`config.mk`:
```
export PLATFORM = sky130hd
export DESIGN_NAME = pipe_top
export DESIGN_NICKNAME = d
export VERILOG_FILES = /design/src/source/wbx_pkg.sv /design/src/source/reg_file.sv /design/src/source/instr_decoder.sv /design/src/source/alu_execute.sv /design/src/source/load_unit.sv /design/src/source/wb_stage.sv /design/src/source/pipe_top.sv
export SDC_FILE = /design/constraint.sdc
export NUM_CORES = 2
export LEC_CHECK = 0
export BUFFER_PORTS_ARGS = -buffer_cell sky130_fd_sc_hd__buf_2
export CORE_ASPECT_RATIO = 0.7
export CORE_MARGIN = 4
export CORE_UTILIZATION = 55
export CTS_BUF_LIST = sky130_fd_sc_hd__clkbuf_8
export DETAILED_ROUTE_END_ITERATION = 16
export GPL_ROUTABILITY_DRIVEN = 0
export PLACE_DENSITY_LB_ADDON = 0.05
export SYNTH_ARGS = -nofsm -noshare
export SYNTH_HDL_FRONTEND = slang
export SYNTH_SLANG_ARGS = --single-unit
```
`constraint.sdc`:
```
create_clock -name clk -period 16.6 [get_ports clk]
set_input_delay 1.66 -clock clk [delete_from_list [all_inputs] [get_ports clk]]
set_output_delay 1.66 -clock clk [all_outputs]
set_load 0.02 [all_outputs]
```
`src/source/wbx_pkg.sv`:
```
////////////////////////////////////////
// Shared definitions for the integer
// back-end pipeline: opcodes, fault
// status codes and instruction layout
////////////////////////////////////////

package wbx_pkg;

  ////////////////////////////////////////
  // Widths
  ////////////////////////////////////////

  // Data and address width
  localparam int XLEN  = 32;
  // Number of architectural registers
  localparam int NREGS = 16;

  // Register address
  typedef logic [3:0] reg_addr_t;

  ////////////////////////////////////////
  // Instruction field layout
  ////////////////////////////////////////

  // Opcode
  localparam int OPC_MSB = 31;
  localparam int OPC_LSB = 28;
  // Destination register
  localparam int RD_MSB  = 27;
  localparam int RD_LSB  = 24;
  // First source register
  localparam int RS1_MSB = 23;
  localparam int RS1_LSB = 20;
  // Second source register
  localparam int RS2_MSB = 19;
  localparam int RS2_LSB = 16;
  // Immediate, sign-extended to XLEN
  localparam int IMM_MSB = 15;
  localparam int IMM_LSB = 0;
  localparam int IMM_W   = IMM_MSB - IMM_LSB + 1;

  ////////////////////////////////////////
  // Encodings
  ////////////////////////////////////////

  // Opcodes, all other codes are illegal
  typedef enum logic [3:0] {
    OP_ADD  = 4'h0,
    OP_SUB  = 4'h1,
    OP_AND  = 4'h2,
    OP_XOR  = 4'h3,
    OP_ADDI = 4'h4,
    OP_LOAD = 4'h5
  } op_e;

  // Retirement status
  typedef enum logic [2:0] {
    ST_OK       = 3'd0,
    ST_ILLEGAL  = 3'd1,
    ST_MISALIGN = 3'd2,
    ST_PROTECT  = 3'd3,
    ST_WATCH    = 3'd4
  } status_e;

endpackage

```
`src/source/reg_file.sv`:
```
////////////////////////////////////////
// Register file: 16 x 32, two read
// ports, one write port, write-through
////////////////////////////////////////

`timescale 1ns/100ps

module reg_file import wbx_pkg::*; (
  input  logic            clk,
  input  logic            rst_n,
  // Read ports
  input  reg_addr_t       raddr_a_i,
  input  reg_addr_t       raddr_b_i,
  output logic [XLEN-1:0] rdata_a_o,
  output logic [XLEN-1:0] rdata_b_o,
  // Write port
  input  logic            we_i,
  input  reg_addr_t       waddr_i,
  input  logic [XLEN-1:0] wdata_i
);

  logic [XLEN-1:0] regs_q [NREGS];
  logic            wr_en;

  // r0 stays zero
  assign wr_en = we_i && (waddr_i != '0);

  always_ff @(posedge clk or negedge rst_n) begin
    if (!rst_n) begin
      for (int i = 0; i < NREGS; i++) begin
        regs_q[i] <= '0;
      end
    end else if (wr_en) begin
      regs_q[waddr_i] <= wdata_i;
    end
  end

  // Same-cycle write is visible to decode
  assign rdata_a_o = (wr_en && (waddr_i == raddr_a_i)) ? wdata_i : regs_q[raddr_a_i];
  assign rdata_b_o = (wr_en && (waddr_i == raddr_b_i)) ? wdata_i : regs_q[raddr_b_i];

endmodule

```
`src/source/instr_decoder.sv`:
```
////////////////////////////////////////
// Decode stage: splits the instruction
// word, reads operands and registers
// the ID/EX fields
////////////////////////////////////////

`timescale 1ns/100ps

module instr_decoder import wbx_pkg::*; (
  input  logic            clk,
  input  logic            rst_n,
  // Host strobe
  input  logic            instr_valid_i,
  input  logic [XLEN-1:0] instr_i,
  input  logic            stall_i,
  // Register file read ports
  output reg_addr_t       rs1_addr_o,
  output reg_addr_t       rs2_addr_o,
  input  logic [XLEN-1:0] rs1_data_i,
  input  logic [XLEN-1:0] rs2_data_i,
  // ID/EX
  output logic            id_valid_o,
  output op_e             id_op_o,
  output reg_addr_t       id_rd_o,
  output reg_addr_t       id_rs1_o,
  output reg_addr_t       id_rs2_o,
  output logic [XLEN-1:0] id_a_o,
  output logic [XLEN-1:0] id_b_o,
  output logic [XLEN-1:0] id_imm_o,
  output logic            id_illegal_o
);

  op_e             op;
  logic            illegal;
  logic [XLEN-1:0] imm_ext;

  // Field split
  assign op         = op_e'(instr_i[OPC_MSB:OPC_LSB]);
  assign rs1_addr_o = instr_i[RS1_MSB:RS1_LSB];
  assign rs2_addr_o = instr_i[RS2_MSB:RS2_LSB];
  // Sign extension of the immediate
  assign imm_ext    = {{(XLEN-IMM_W){instr_i[IMM_MSB]}}, instr_i[IMM_MSB:IMM_LSB]};

  // Anything outside the opcode table is illegal
  always_comb begin
    unique case (op)
      OP_ADD, OP_SUB, OP_AND, OP_XOR, OP_ADDI, OP_LOAD: illegal = 1'b0;
      default:                                          illegal = 1'b1;
    endcase
  end

  ////////////////////////////////////////
  // ID/EX register
  ////////////////////////////////////////

  // Control part, a bubble enters when nothing is strobed
  always_ff @(posedge clk or negedge rst_n) begin
    if (!rst_n) begin
      id_valid_o   <= 1'b0;
      id_illegal_o <= 1'b0;
    end else if (!stall_i) begin
      id_valid_o   <= instr_valid_i;
      id_illegal_o <= instr_valid_i && illegal;
    end
  end

  // Payload only moves with a real instruction
  always_ff @(posedge clk) begin
    if (!stall_i && instr_valid_i) begin
      id_op_o  <= op;
      id_rd_o  <= instr_i[RD_MSB:RD_LSB];
      id_rs1_o <= rs1_addr_o;
      id_rs2_o <= rs2_addr_o;
      // Operands may be stale here, execute forwards over them
      id_a_o   <= rs1_data_i;
      id_b_o   <= rs2_data_i;
      id_imm_o <= imm_ext;
    end
  end

endmodule

```
`src/source/alu_execute.sv`:
```
////////////////////////////////////////
// Execute stage: forwarding from write
// back, ALU and load address, EX/WB
////////////////////////////////////////

`timescale 1ns/100ps

module alu_execute import wbx_pkg::*; (
  input  logic            clk,
  input  logic            rst_n,
  input  logic            stall_i,
  // ID/EX
  input  logic            id_valid_i,
  input  op_e             id_op_i,
  input  reg_addr_t       id_rd_i,
  input  reg_addr_t       id_rs1_i,
  input  reg_addr_t       id_rs2_i,
  input  logic [XLEN-1:0] id_a_i,
  input  logic [XLEN-1:0] id_b_i,
  input  logic [XLEN-1:0] id_imm_i,
  input  logic            id_illegal_i,
  // Forwarding source from write back
  input  logic            fwd_we_i,
  input  reg_addr_t       fwd_addr_i,
  input  logic [XLEN-1:0] fwd_data_i,
  // EX/WB
  output logic            ex_valid_o,
  output reg_addr_t       ex_rd_o,
  output logic            ex_we_o,
  output logic            ex_lsu_en_o,
  output logic [XLEN-1:0] ex_result_o,
  output status_e         ex_status_o
);

  logic            fwd_a;
  logic            fwd_b;
  logic [XLEN-1:0] opa;
  logic [XLEN-1:0] opb;
  logic [XLEN-1:0] result;

  // r0 is never forwarded
  assign fwd_a = fwd_we_i && (fwd_addr_i == id_rs1_i) && (id_rs1_i != '0);
  assign fwd_b = fwd_we_i && (fwd_addr_i == id_rs2_i) && (id_rs2_i != '0);
  assign opa   = fwd_a ? fwd_data_i : id_a_i;
  assign opb   = fwd_b ? fwd_data_i : id_b_i;

  // ALU, loads reuse the immediate adder for the address
  always_comb begin
    unique case (id_op_i)
      OP_ADD:           result = opa + opb;
      OP_SUB:           result = opa - opb;
      OP_AND:           result = opa & opb;
      OP_XOR:           result = opa ^ opb;
      OP_ADDI, OP_LOAD: result = opa + id_imm_i;
      default:          result = '0;
    endcase
  end

  // EX/WB control, illegal instructions carry a status and no write
  always_ff @(posedge clk or negedge rst_n) begin
    if (!rst_n) begin
      ex_valid_o  <= 1'b0;
      ex_we_o     <= 1'b0;
      ex_lsu_en_o <= 1'b0;
      ex_status_o <= ST_OK;
    end else if (!stall_i) begin
      ex_valid_o  <= id_valid_i;
      ex_we_o     <= id_valid_i && !id_illegal_i;
      ex_lsu_en_o <= id_valid_i && !id_illegal_i && (id_op_i == OP_LOAD);
      ex_status_o <= (id_valid_i && id_illegal_i) ? ST_ILLEGAL : ST_OK;
    end
  end

  // EX/WB payload
  always_ff @(posedge clk) begin
    if (!stall_i && id_valid_i) begin
      ex_rd_o     <= id_rd_i;
      ex_result_o <= result;
    end
  end

endmodule

```
`src/source/load_unit.sv`:
```
////////////////////////////////////////
// Load unit: fault checks, one bus
// request per clean load, and a single
// result pulse to write back
////////////////////////////////////////

`timescale 1ns/100ps

module load_unit import wbx_pkg::*; #(
  // Size of the permitted data range in bytes
  parameter int DATA_LIMIT = 4096
) (
  input  logic            clk,
  input  logic            rst_n,
  // Load entry from write back
  input  logic            start_i,
  input  logic [XLEN-1:0] addr_i,
  // Debug watch address
  input  logic            watch_en_i,
  input  logic [XLEN-1:0] watch_addr_i,
  // Data bus
  output logic            data_req_o,
  output logic [XLEN-1:0] data_addr_o,
  input  logic            data_rvalid_i,
  input  logic [XLEN-1:0] data_rdata_i,
  // Result to write back
  output logic            lsu_valid_o,
  output logic [XLEN-1:0] lsu_rdata_o,
  output status_e         lsu_status_o
);

  localparam logic [XLEN-1:0] LIMIT_ADDR = XLEN'(DATA_LIMIT);

  typedef enum logic [1:0] {
    LSU_IDLE,
    LSU_WAIT,
    LSU_REPORT
  } lsu_state_e;

  lsu_state_e      state_q;
  lsu_state_e      state_d;
  status_e         fault_status;
  status_e         status_q;
  logic [XLEN-1:0] rdata_q;
  logic            issue;

  // Fault priority: alignment, range, then watch match
  always_comb begin
    if (addr_i[1:0] != 2'b00) begin
      fault_status = ST_MISALIGN;
    end else if (addr_i >= LIMIT_ADDR) begin
      fault_status = ST_PROTECT;
    end else if (watch_en_i && (addr_i == watch_addr_i)) begin
      fault_status = ST_WATCH;
    end else begin
      fault_status = ST_OK;
    end
  end

  // Single-cycle request on entry of a clean load
  assign issue       = (state_q == LSU_IDLE) && start_i && (fault_status == ST_OK);
  assign data_req_o  = issue;
  assign data_addr_o = addr_i;

  ////////////////////////////////////////
  // FSM
  ////////////////////////////////////////

  always_comb begin
    state_d = state_q;
    unique case (state_q)
      LSU_IDLE: begin
        // Faults and zero-latency responses report right away
        if (start_i) begin
          state_d = ((fault_status != ST_OK) || data_rvalid_i) ? LSU_REPORT : LSU_WAIT;
        end
      end
      LSU_WAIT:   if (data_rvalid_i) state_d = LSU_REPORT;
      LSU_REPORT: state_d = LSU_IDLE;
      default:    state_d = LSU_IDLE;
    endcase
  end

  always_ff @(posedge clk or negedge rst_n) begin
    if (!rst_n) begin
      state_q  <= LSU_IDLE;
      status_q <= ST_OK;
    end else begin
      state_q <= state_d;
      if ((state_q == LSU_IDLE) && start_i) begin
        status_q <= fault_status;
      end
    end
  end

  // Response data
  always_ff @(posedge clk) begin
    if ((issue || (state_q == LSU_WAIT)) && data_rvalid_i) begin
      rdata_q <= data_rdata_i;
    end
  end

  assign lsu_valid_o  = (state_q == LSU_REPORT);
  assign lsu_rdata_o  = rdata_q;
  assign lsu_status_o = status_q;

endmodule

```
`src/source/wb_stage.sv`:
```
////////////////////////////////////////
// Write-back stage: sticky load result,
// gated register write, retirement
////////////////////////////////////////

`timescale 1ns/100ps

module wb_stage import wbx_pkg::*; (
  input  logic            clk,
  input  logic            rst_n,
  // EX/WB
  input  logic            ex_valid_i,
  input  reg_addr_t       ex_rd_i,
  input  logic            ex_we_i,
  input  logic            ex_lsu_en_i,
  input  logic [XLEN-1:0] ex_result_i,
  input  status_e         ex_status_i,
  // Debug halt
  input  logic            halt_i,
  // Load unit
  input  logic            lsu_valid_i,
  input  logic [XLEN-1:0] lsu_rdata_i,
  input  status_e         lsu_status_i,
  output logic            lsu_start_o,
  // Pipeline hold
  output logic            wb_stall_o,
  // Register file write
  output logic            rf_we_o,
  output reg_addr_t       rf_waddr_o,
  output logic [XLEN-1:0] rf_wdata_o,
  // Retirement
  output logic            retire_valid_o,
  output status_e         retire_status_o
);

  logic            instr_valid;
  logic            wb_valid;
  logic            lsu_valid;
  logic [XLEN-1:0] lsu_rdata;
  status_e         lsu_status;
  status_e         wb_status;

  // Sticky copies of the load result
  logic            lsu_valid_q;
  logic [XLEN-1:0] lsu_rdata_q;
  status_e         lsu_status_q;
  // Load already handed to the load unit
  logic            lsu_started_q;

  // Halt blocks retirement but not the load itself
  assign instr_valid = ex_valid_i && !halt_i;

  // Live pulse or held copy
  assign lsu_valid  = lsu_valid_q || lsu_valid_i;
  assign lsu_rdata  = lsu_valid_q ? lsu_rdata_q  : lsu_rdata_i;
  assign lsu_status = lsu_valid_q ? lsu_status_q : lsu_status_i;

  // Non-loads are done at once, loads once their result is in
  assign wb_valid   = (!ex_lsu_en_i || lsu_valid) && instr_valid;
  assign wb_status  = ex_lsu_en_i ? lsu_status : ex_status_i;
  assign wb_stall_o = ex_valid_i && !wb_valid;

  // First cycle of a load in this stage
  assign lsu_start_o = ex_valid_i && ex_lsu_en_i && !lsu_started_q;

  ////////////////////////////////////////
  // Register write and retirement
  ////////////////////////////////////////

  // Any fault suppresses the write
  assign rf_we_o    = wb_valid && ex_we_i && (wb_status == ST_OK);
  assign rf_waddr_o = ex_rd_i;
  assign rf_wdata_o = ex_lsu_en_i ? lsu_rdata : ex_result_i;

  assign retire_valid_o  = wb_valid;
  assign retire_status_o = wb_status;

  ////////////////////////////////////////
  // Sticky state
  ////////////////////////////////////////

  always_ff @(posedge clk or negedge rst_n) begin
    if (!rst_n) begin
      lsu_valid_q   <= 1'b0;
      lsu_status_q  <= ST_OK;
      lsu_started_q <= 1'b0;
    end else if (wb_valid) begin
      // Instruction leaves, start clean for the next one
      lsu_valid_q   <= 1'b0;
      lsu_status_q  <= ST_OK;
      lsu_started_q <= 1'b0;
    end else begin
      if (lsu_valid_i) begin
        lsu_valid_q  <= 1'b1;
        lsu_status_q <= lsu_status_i;
      end
      if (lsu_start_o) begin
        lsu_started_q <= 1'b1;
      end
    end
  end

  // Load data held across a halt
  always_ff @(posedge clk) begin
    if (!wb_valid && lsu_valid_i) begin
      lsu_rdata_q <= lsu_rdata_i;
    end
  end

endmodule

```
`src/source/pipe_top.sv`:
```
////////////////////////////////////////
// Pipeline back end: decode, execute,
// write back, load unit, register file
////////////////////////////////////////

`timescale 1ns/100ps

module pipe_top import wbx_pkg::*; #(
  parameter int DATA_LIMIT = 4096
) (
  input  logic            clk,
  input  logic            rst_n,
  // Instruction entry
  input  logic            instr_valid_i,
  input  logic [XLEN-1:0] instr_i,
  output logic            ready_o,
  // Debug
  input  logic            halt_i,
  input  logic            watch_en_i,
  input  logic [XLEN-1:0] watch_addr_i,
  // Data bus
  output logic            data_req_o,
  output logic [XLEN-1:0] data_addr_o,
  input  logic            data_rvalid_i,
  input  logic [XLEN-1:0] data_rdata_i,
  // Retirement
  output logic            retire_valid_o,
  output logic            retire_we_o,
  output reg_addr_t       retire_rd_o,
  output logic [XLEN-1:0] retire_wdata_o,
  output status_e         retire_status_o
);

  logic            stall;
  // Register file reads
  reg_addr_t       rs1_addr, rs2_addr;
  logic [XLEN-1:0] rs1_data, rs2_data;
  // ID/EX
  logic            id_valid, id_illegal;
  op_e             id_op;
  reg_addr_t       id_rd, id_rs1, id_rs2;
  logic [XLEN-1:0] id_a, id_b, id_imm;
  // EX/WB
  logic            ex_valid, ex_we, ex_lsu_en;
  reg_addr_t       ex_rd;
  logic [XLEN-1:0] ex_result;
  status_e         ex_status;
  // Load unit handshake
  logic            lsu_start, lsu_valid;
  logic [XLEN-1:0] lsu_rdata;
  status_e         lsu_status;
  // Write-back port, also the forwarding source
  logic            rf_we;
  reg_addr_t       rf_waddr;
  logic [XLEN-1:0] rf_wdata;

  // Host may strobe only while nothing is held
  assign ready_o        = !stall;
  assign retire_we_o    = rf_we;
  assign retire_rd_o    = rf_waddr;
  assign retire_wdata_o = rf_wdata;

  instr_decoder u_dec (
    .clk, .rst_n, .instr_valid_i, .instr_i, .stall_i(stall),
    .rs1_addr_o(rs1_addr), .rs2_addr_o(rs2_addr),
    .rs1_data_i(rs1_data), .rs2_data_i(rs2_data),
    .id_valid_o(id_valid), .id_op_o(id_op), .id_rd_o(id_rd), .id_rs1_o(id_rs1),
    .id_rs2_o(id_rs2), .id_a_o(id_a), .id_b_o(id_b), .id_imm_o(id_imm),
    .id_illegal_o(id_illegal)
  );

  reg_file u_rf (
    .clk, .rst_n, .raddr_a_i(rs1_addr), .raddr_b_i(rs2_addr),
    .rdata_a_o(rs1_data), .rdata_b_o(rs2_data),
    .we_i(rf_we), .waddr_i(rf_waddr), .wdata_i(rf_wdata)
  );

  alu_execute u_ex (
    .clk, .rst_n, .stall_i(stall),
    .id_valid_i(id_valid), .id_op_i(id_op), .id_rd_i(id_rd), .id_rs1_i(id_rs1),
    .id_rs2_i(id_rs2), .id_a_i(id_a), .id_b_i(id_b), .id_imm_i(id_imm),
    .id_illegal_i(id_illegal),
    .fwd_we_i(rf_we), .fwd_addr_i(rf_waddr), .fwd_data_i(rf_wdata),
    .ex_valid_o(ex_valid), .ex_rd_o(ex_rd), .ex_we_o(ex_we), .ex_lsu_en_o(ex_lsu_en),
    .ex_result_o(ex_result), .ex_status_o(ex_status)
  );

  // Load address is the execute result
  load_unit #(.DATA_LIMIT(DATA_LIMIT)) u_lsu (
    .clk, .rst_n, .start_i(lsu_start), .addr_i(ex_result),
    .watch_en_i, .watch_addr_i,
    .data_req_o, .data_addr_o, .data_rvalid_i, .data_rdata_i,
    .lsu_valid_o(lsu_valid), .lsu_rdata_o(lsu_rdata), .lsu_status_o(lsu_status)
  );

  wb_stage u_wb (
    .clk, .rst_n,
    .ex_valid_i(ex_valid), .ex_rd_i(ex_rd), .ex_we_i(ex_we), .ex_lsu_en_i(ex_lsu_en),
    .ex_result_i(ex_result), .ex_status_i(ex_status), .halt_i,
    .lsu_valid_i(lsu_valid), .lsu_rdata_i(lsu_rdata), .lsu_status_i(lsu_status),
    .lsu_start_o(lsu_start), .wb_stall_o(stall),
    .rf_we_o(rf_we), .rf_waddr_o(rf_waddr), .rf_wdata_o(rf_wdata),
    .retire_valid_o, .retire_status_o
  );

endmodule

```
==> flow_metrics.env <==
export IMPL_post_cts_buffers=0
export IMPL_crit_type="flip-flop to flip-flop"
export IMPL_max_slew_margin_pct=25.7
export IMPL_cts_tree="done"
export IMPL_leakage_nw=17.7
export IMPL_remaining_drc_errors=0
export IMPL_max_cap_viol_count=0
export IMPL_cts_resized=0
export IMPL_dp_slack_ns=9.28
export IMPL_via_per_inst=6.45
export IMPL_ys_seq_area_share_pct=49.8
export IMPL_synthTopCellsByCount="nand2_1 (644), o21ai_0 (626), dfrtp_1 (528)"
export IMPL_slew_viol_final=0
export IMPL_syn_cell_area_um2=38300
export IMPL_synth_edff_count=196
export IMPL_vias=28353
export IMPL_min_path_type="flip-flop to flip-flop"
export IMPL_synthCells=3355
export IMPL_yosysMostFrequentCell="nand2_1"
export IMPL_numCtsBuffers=111
export IMPL_ctsHtreeMaxLevel=3
export IMPL_fmax_ghz=0.142
export IMPL_drt_total_wl_mm=117
export IMPL_ys_seq_elements=724
export IMPL_post_drt_wl_per_cell_um=26.5
export IMPL_layout_drive_gt1_share_pct=23.6
export IMPL_setup_ws_ns=9.55
export IMPL_placementRows=80
export IMPL_layout_nets=3562
export IMPL_synth_cell_types=69
export IMPL_power_per_cell_area_nw_per_um2=163
export IMPL_die_w_um=324
export IMPL_stdcell_count=4399
export IMPL_cts_root_buffer="clkbuf_8"
export IMPL_grt_pass1_wl_mm=177
export IMPL_clock_path_buffers=3
export IMPL_setup_viol=0
export IMPL_dpl_hpwl_mm=72.1
export IMPL_hold_viol=0
export IMPL_yosys_area_top_type="dfrtp_1"
export IMPL_grt_util_all_layers_pct=31.9
export IMPL_worstSkewPairLatency_ns=0.76
export IMPL_path_cells="or4_4 > and4_4 > o311ai_4 > buf_4 > nor2_1 > a21oi_1 > ha_1 > a21boi_1 > nand4_1 > a211oi_1 > a221o_1 > ha_1 > inv_1 > o21ai_0 > a21oi_1 > a21oi_1 > a211oi_1 > o21ai_1 > a211oi_1 > o21ai_1 > a21oi_1 > xor2_1 > o21ai_1"
export IMPL_grt_pass1_vias=28138
export IMPL_tns_ns=0
export IMPL_ios=177
export IMPL_synth_ff_type="dfrtp_1"
export IMPL_overflow=0
export IMPL_ir_worst_vdd_mv=0.0824
export IMPL_drt_initial_drc_count=2936
export IMPL_cts_hold_buf=0
export IMPL_synth_nets=3522
export IMPL_status="completed"
export IMPL_antenna_left=0
export IMPL_ys_async_sr_fraction_pct=72.9
export IMPL_crit_required_ns=17.03
export IMPL_rsz0062_at_grt="false"
export IMPL_worstMarginPinSlew_ns=1.11
export IMPL_clk_pin_slew_ns=0.07
export IMPL_synth_top_cell_area_share_pct=34.5
export IMPL_end_kind="flip-flop"
export IMPL_dr_pass1_iters=6
export IMPL_skew_ns=0.0439
export IMPL_post_route_period_util_pct=42.4
export IMPL_cp_max_fo=78
export IMPL_slowest_delay_ns=0.73
export IMPL_die_area_um2=74100
export IMPL_path_delay_family="compound AO/OA/AOI/OAI gates"
export IMPL_ys_warn_count=0
export IMPL_clkSinkCount=724
export IMPL_portBuffers=176
export IMPL_cp_data_arrival_time_ns=7.48
export IMPL_syn_avg_cell_area_um2=11.4
export IMPL_start_kind="flip-flop"
export IMPL_cp_slowest_cell="edfxtp_1"
export IMPL_antenna_found_initial=2
export IMPL_finalCriticalPeriod_ns=7.05
export IMPL_fin_util_pct=61.7
export IMPL_path_common_cell="a21oi_1"
export IMPL_initial_core_util_pct=55.9
export IMPL_grt_max_degree=86
export IMPL_die_height_um=229
export IMPL_areaGrowthSynthToFinish_pct=10.4
export IMPL_dp_cells=4184
export IMPL_coreArea_um2=68600
export IMPL_synth_area_leaders="dfrtp_1 (34%), mux4_2 (19%), edfxtp_1 (15%)"
export IMPL_critPathBufInv=2
## sequential cells by signal, summed over array words and instances (netlist names), 16 cells and up
signal / count
u_rf.regs_q: 512
u_dec.id_a_o: 32
u_dec.id_b_o: 32
u_ex.ex_result_o: 32
u_lsu.lsu_rdata_o: 32
u_wb.lsu_rdata_q: 32
u_dec.id_imm_o: 16
## layout by cell type, fill, tap and decap left out, drive strengths merged, types with 3 or more instances in the layout
| cell type | synthesis | layout |
|---|---|---|
| mux2i | 38 | 38 |
| dfrtp | 528 | 528 |
| or4 | 5 | 5 |
| a221o | 6 | 6 |
| ha | 64 | 64 |
| edfxtp | 196 | 196 |
| nand3 | 25 | 25 |
| a31oi | 7 | 7 |
| nor2 | 73 | 73 |
| nand2b | 8 | 8 |
| xnor2 | 64 | 64 |
| nor2b | 10 | 10 |
| and4 | 6 | 6 |
| a21o | 14 | 14 |
| or3 | 3 | 3 |
| nor3 | 22 | 22 |
| o21bai | 5 | 5 |
| nand2 | 645 | 645 |
| nand4 | 18 | 18 |
| a22oi | 32 | 32 |
| inv | 73 | 110 |
| clkinv | 0 | 18 |
| a21oi | 67 | 67 |
| o221ai | 23 | 23 |
| a211oi | 9 | 9 |
| o21ai | 638 | 638 |
| diode | 0 | 3 |
| mux2 | 29 | 29 |
| xor2 | 35 | 35 |
| mux4 | 320 | 320 |
| and2 | 6 | 6 |
| and3 | 9 | 9 |
| o21a | 5 | 5 |
| nor4 | 18 | 18 |
| a21boi | 4 | 4 |
| o211ai | 3 | 3 |
| buf | 50 | 250 |
| clkbuf | 275 | 155 |
| o31ai | 6 | 6 |
## final cells by class
cell class / instances / area [µm²]
tap: 902 / 1130
inverter: 73 / 274
antenna: 3 / 7.51
timing repair buffer: 252 / 1500
clock buffer: 153 / 2110
clock inverter: 59 / 327
fill: 5449 / 26200
multi-input combinational: 2233 / 17900
sequential: 724 / 19100
## power by group
part,total (mW),switching [mW],internal [mW],leakage (nW)
registers,2.92,0.476,2.44,8.97
clock network,1.59,0.737,0.854,1.40
logic,2.38,1.35,1.02,7.33
total,6.89,2.57,4.32,17.7
## logic make-up after synthesis
logic type | Yosys count | synth area share, %
AND/OR/NAND/NOR | 853 | 9.24
AO/OA/AOI/OAI | 829 | 11.8
flip-flops | 724 | 49.8
buffers and inverters | 398 | 4.03
multiplexers | 387 | 20.7
XOR/XNOR | 99 | 2.26
adder cells (fa/ha/maj) | 65 | 2.14
## routing by layer
metal,vias to the layer above,share of wire (%),track usage (%)
li1,12335,-,-
met1,14414,43,47.6
met2,1362,44,47.3
met3,240,8.9,6.90
met4,2,3.1,9.83
met5,-,0.0086,0
## worst register-to-register path: stages, from the launching register on
cell	delay [ns]
edfxtp_1	0.73
or4_4	0.70
and4_4	0.23
o311ai_4	0.05
buf_4	0.61
nor2_1	0.17
a21oi_1	0.26
ha_1	0.38
a21boi_1	0.40
nand4_1	0.16
a211oi_1	0.27
a221o_1	0.15
ha_1	0.27
inv_1	0.11
o21ai_0	0.10
a21oi_1	0.20
a21oi_1	0.09
a211oi_1	0.69
o21ai_1	0.26
a211oi_1	0.34
o21ai_1	0.12
a21oi_1	0.18
xor2_1	0.17
o21ai_1	0.09
## per-stage QoR
step | hold slack, ns | instance area, µm² | power [mW]
3_5_place_dp | 0.384 | 39900 | 5.28
6_report | 0.392 | 42300 | 6.89
2_1_floorplan | 0.400 | 38300 | 4.43
5_1_grt | 0.409 | 42300 | 7.28
3_3_place_gp | 0.376 | 39900 | 5.18
4_1_cts | 0.397 | 42300 | 6.88
## path summary, 6_finish.rpt
path	startpoint	endpoint	slack (ns)	cells after the start
worst max-delay path	u_ex.ex_rd_o[0]$_DFFE_PP_	u_ex.ex_result_o[30]$_SDFFCE_PN0P_	9.55	23
worst min register to register	u_rf.regs_q[490]$_DFFE_PN0P_	u_rf.regs_q[490]$_DFFE_PN0P_	0.39	0
max in group asynchronous	rst_n	u_rf.regs_q[347]$_DFFE_PN0P_	13.23	3
worst max register to register	u_ex.ex_rd_o[0]$_DFFE_PP_	u_ex.ex_result_o[30]$_SDFFCE_PN0P_	9.55	23
min in group asynchronous	rst_n	u_rf.regs_q[489]$_DFFE_PN0P_	0.86	1
worst min-delay path	u_rf.regs_q[490]$_DFFE_PN0P_	u_rf.regs_q[490]$_DFFE_PN0P_	0.39	0
(Power assumes the default switching activity.)
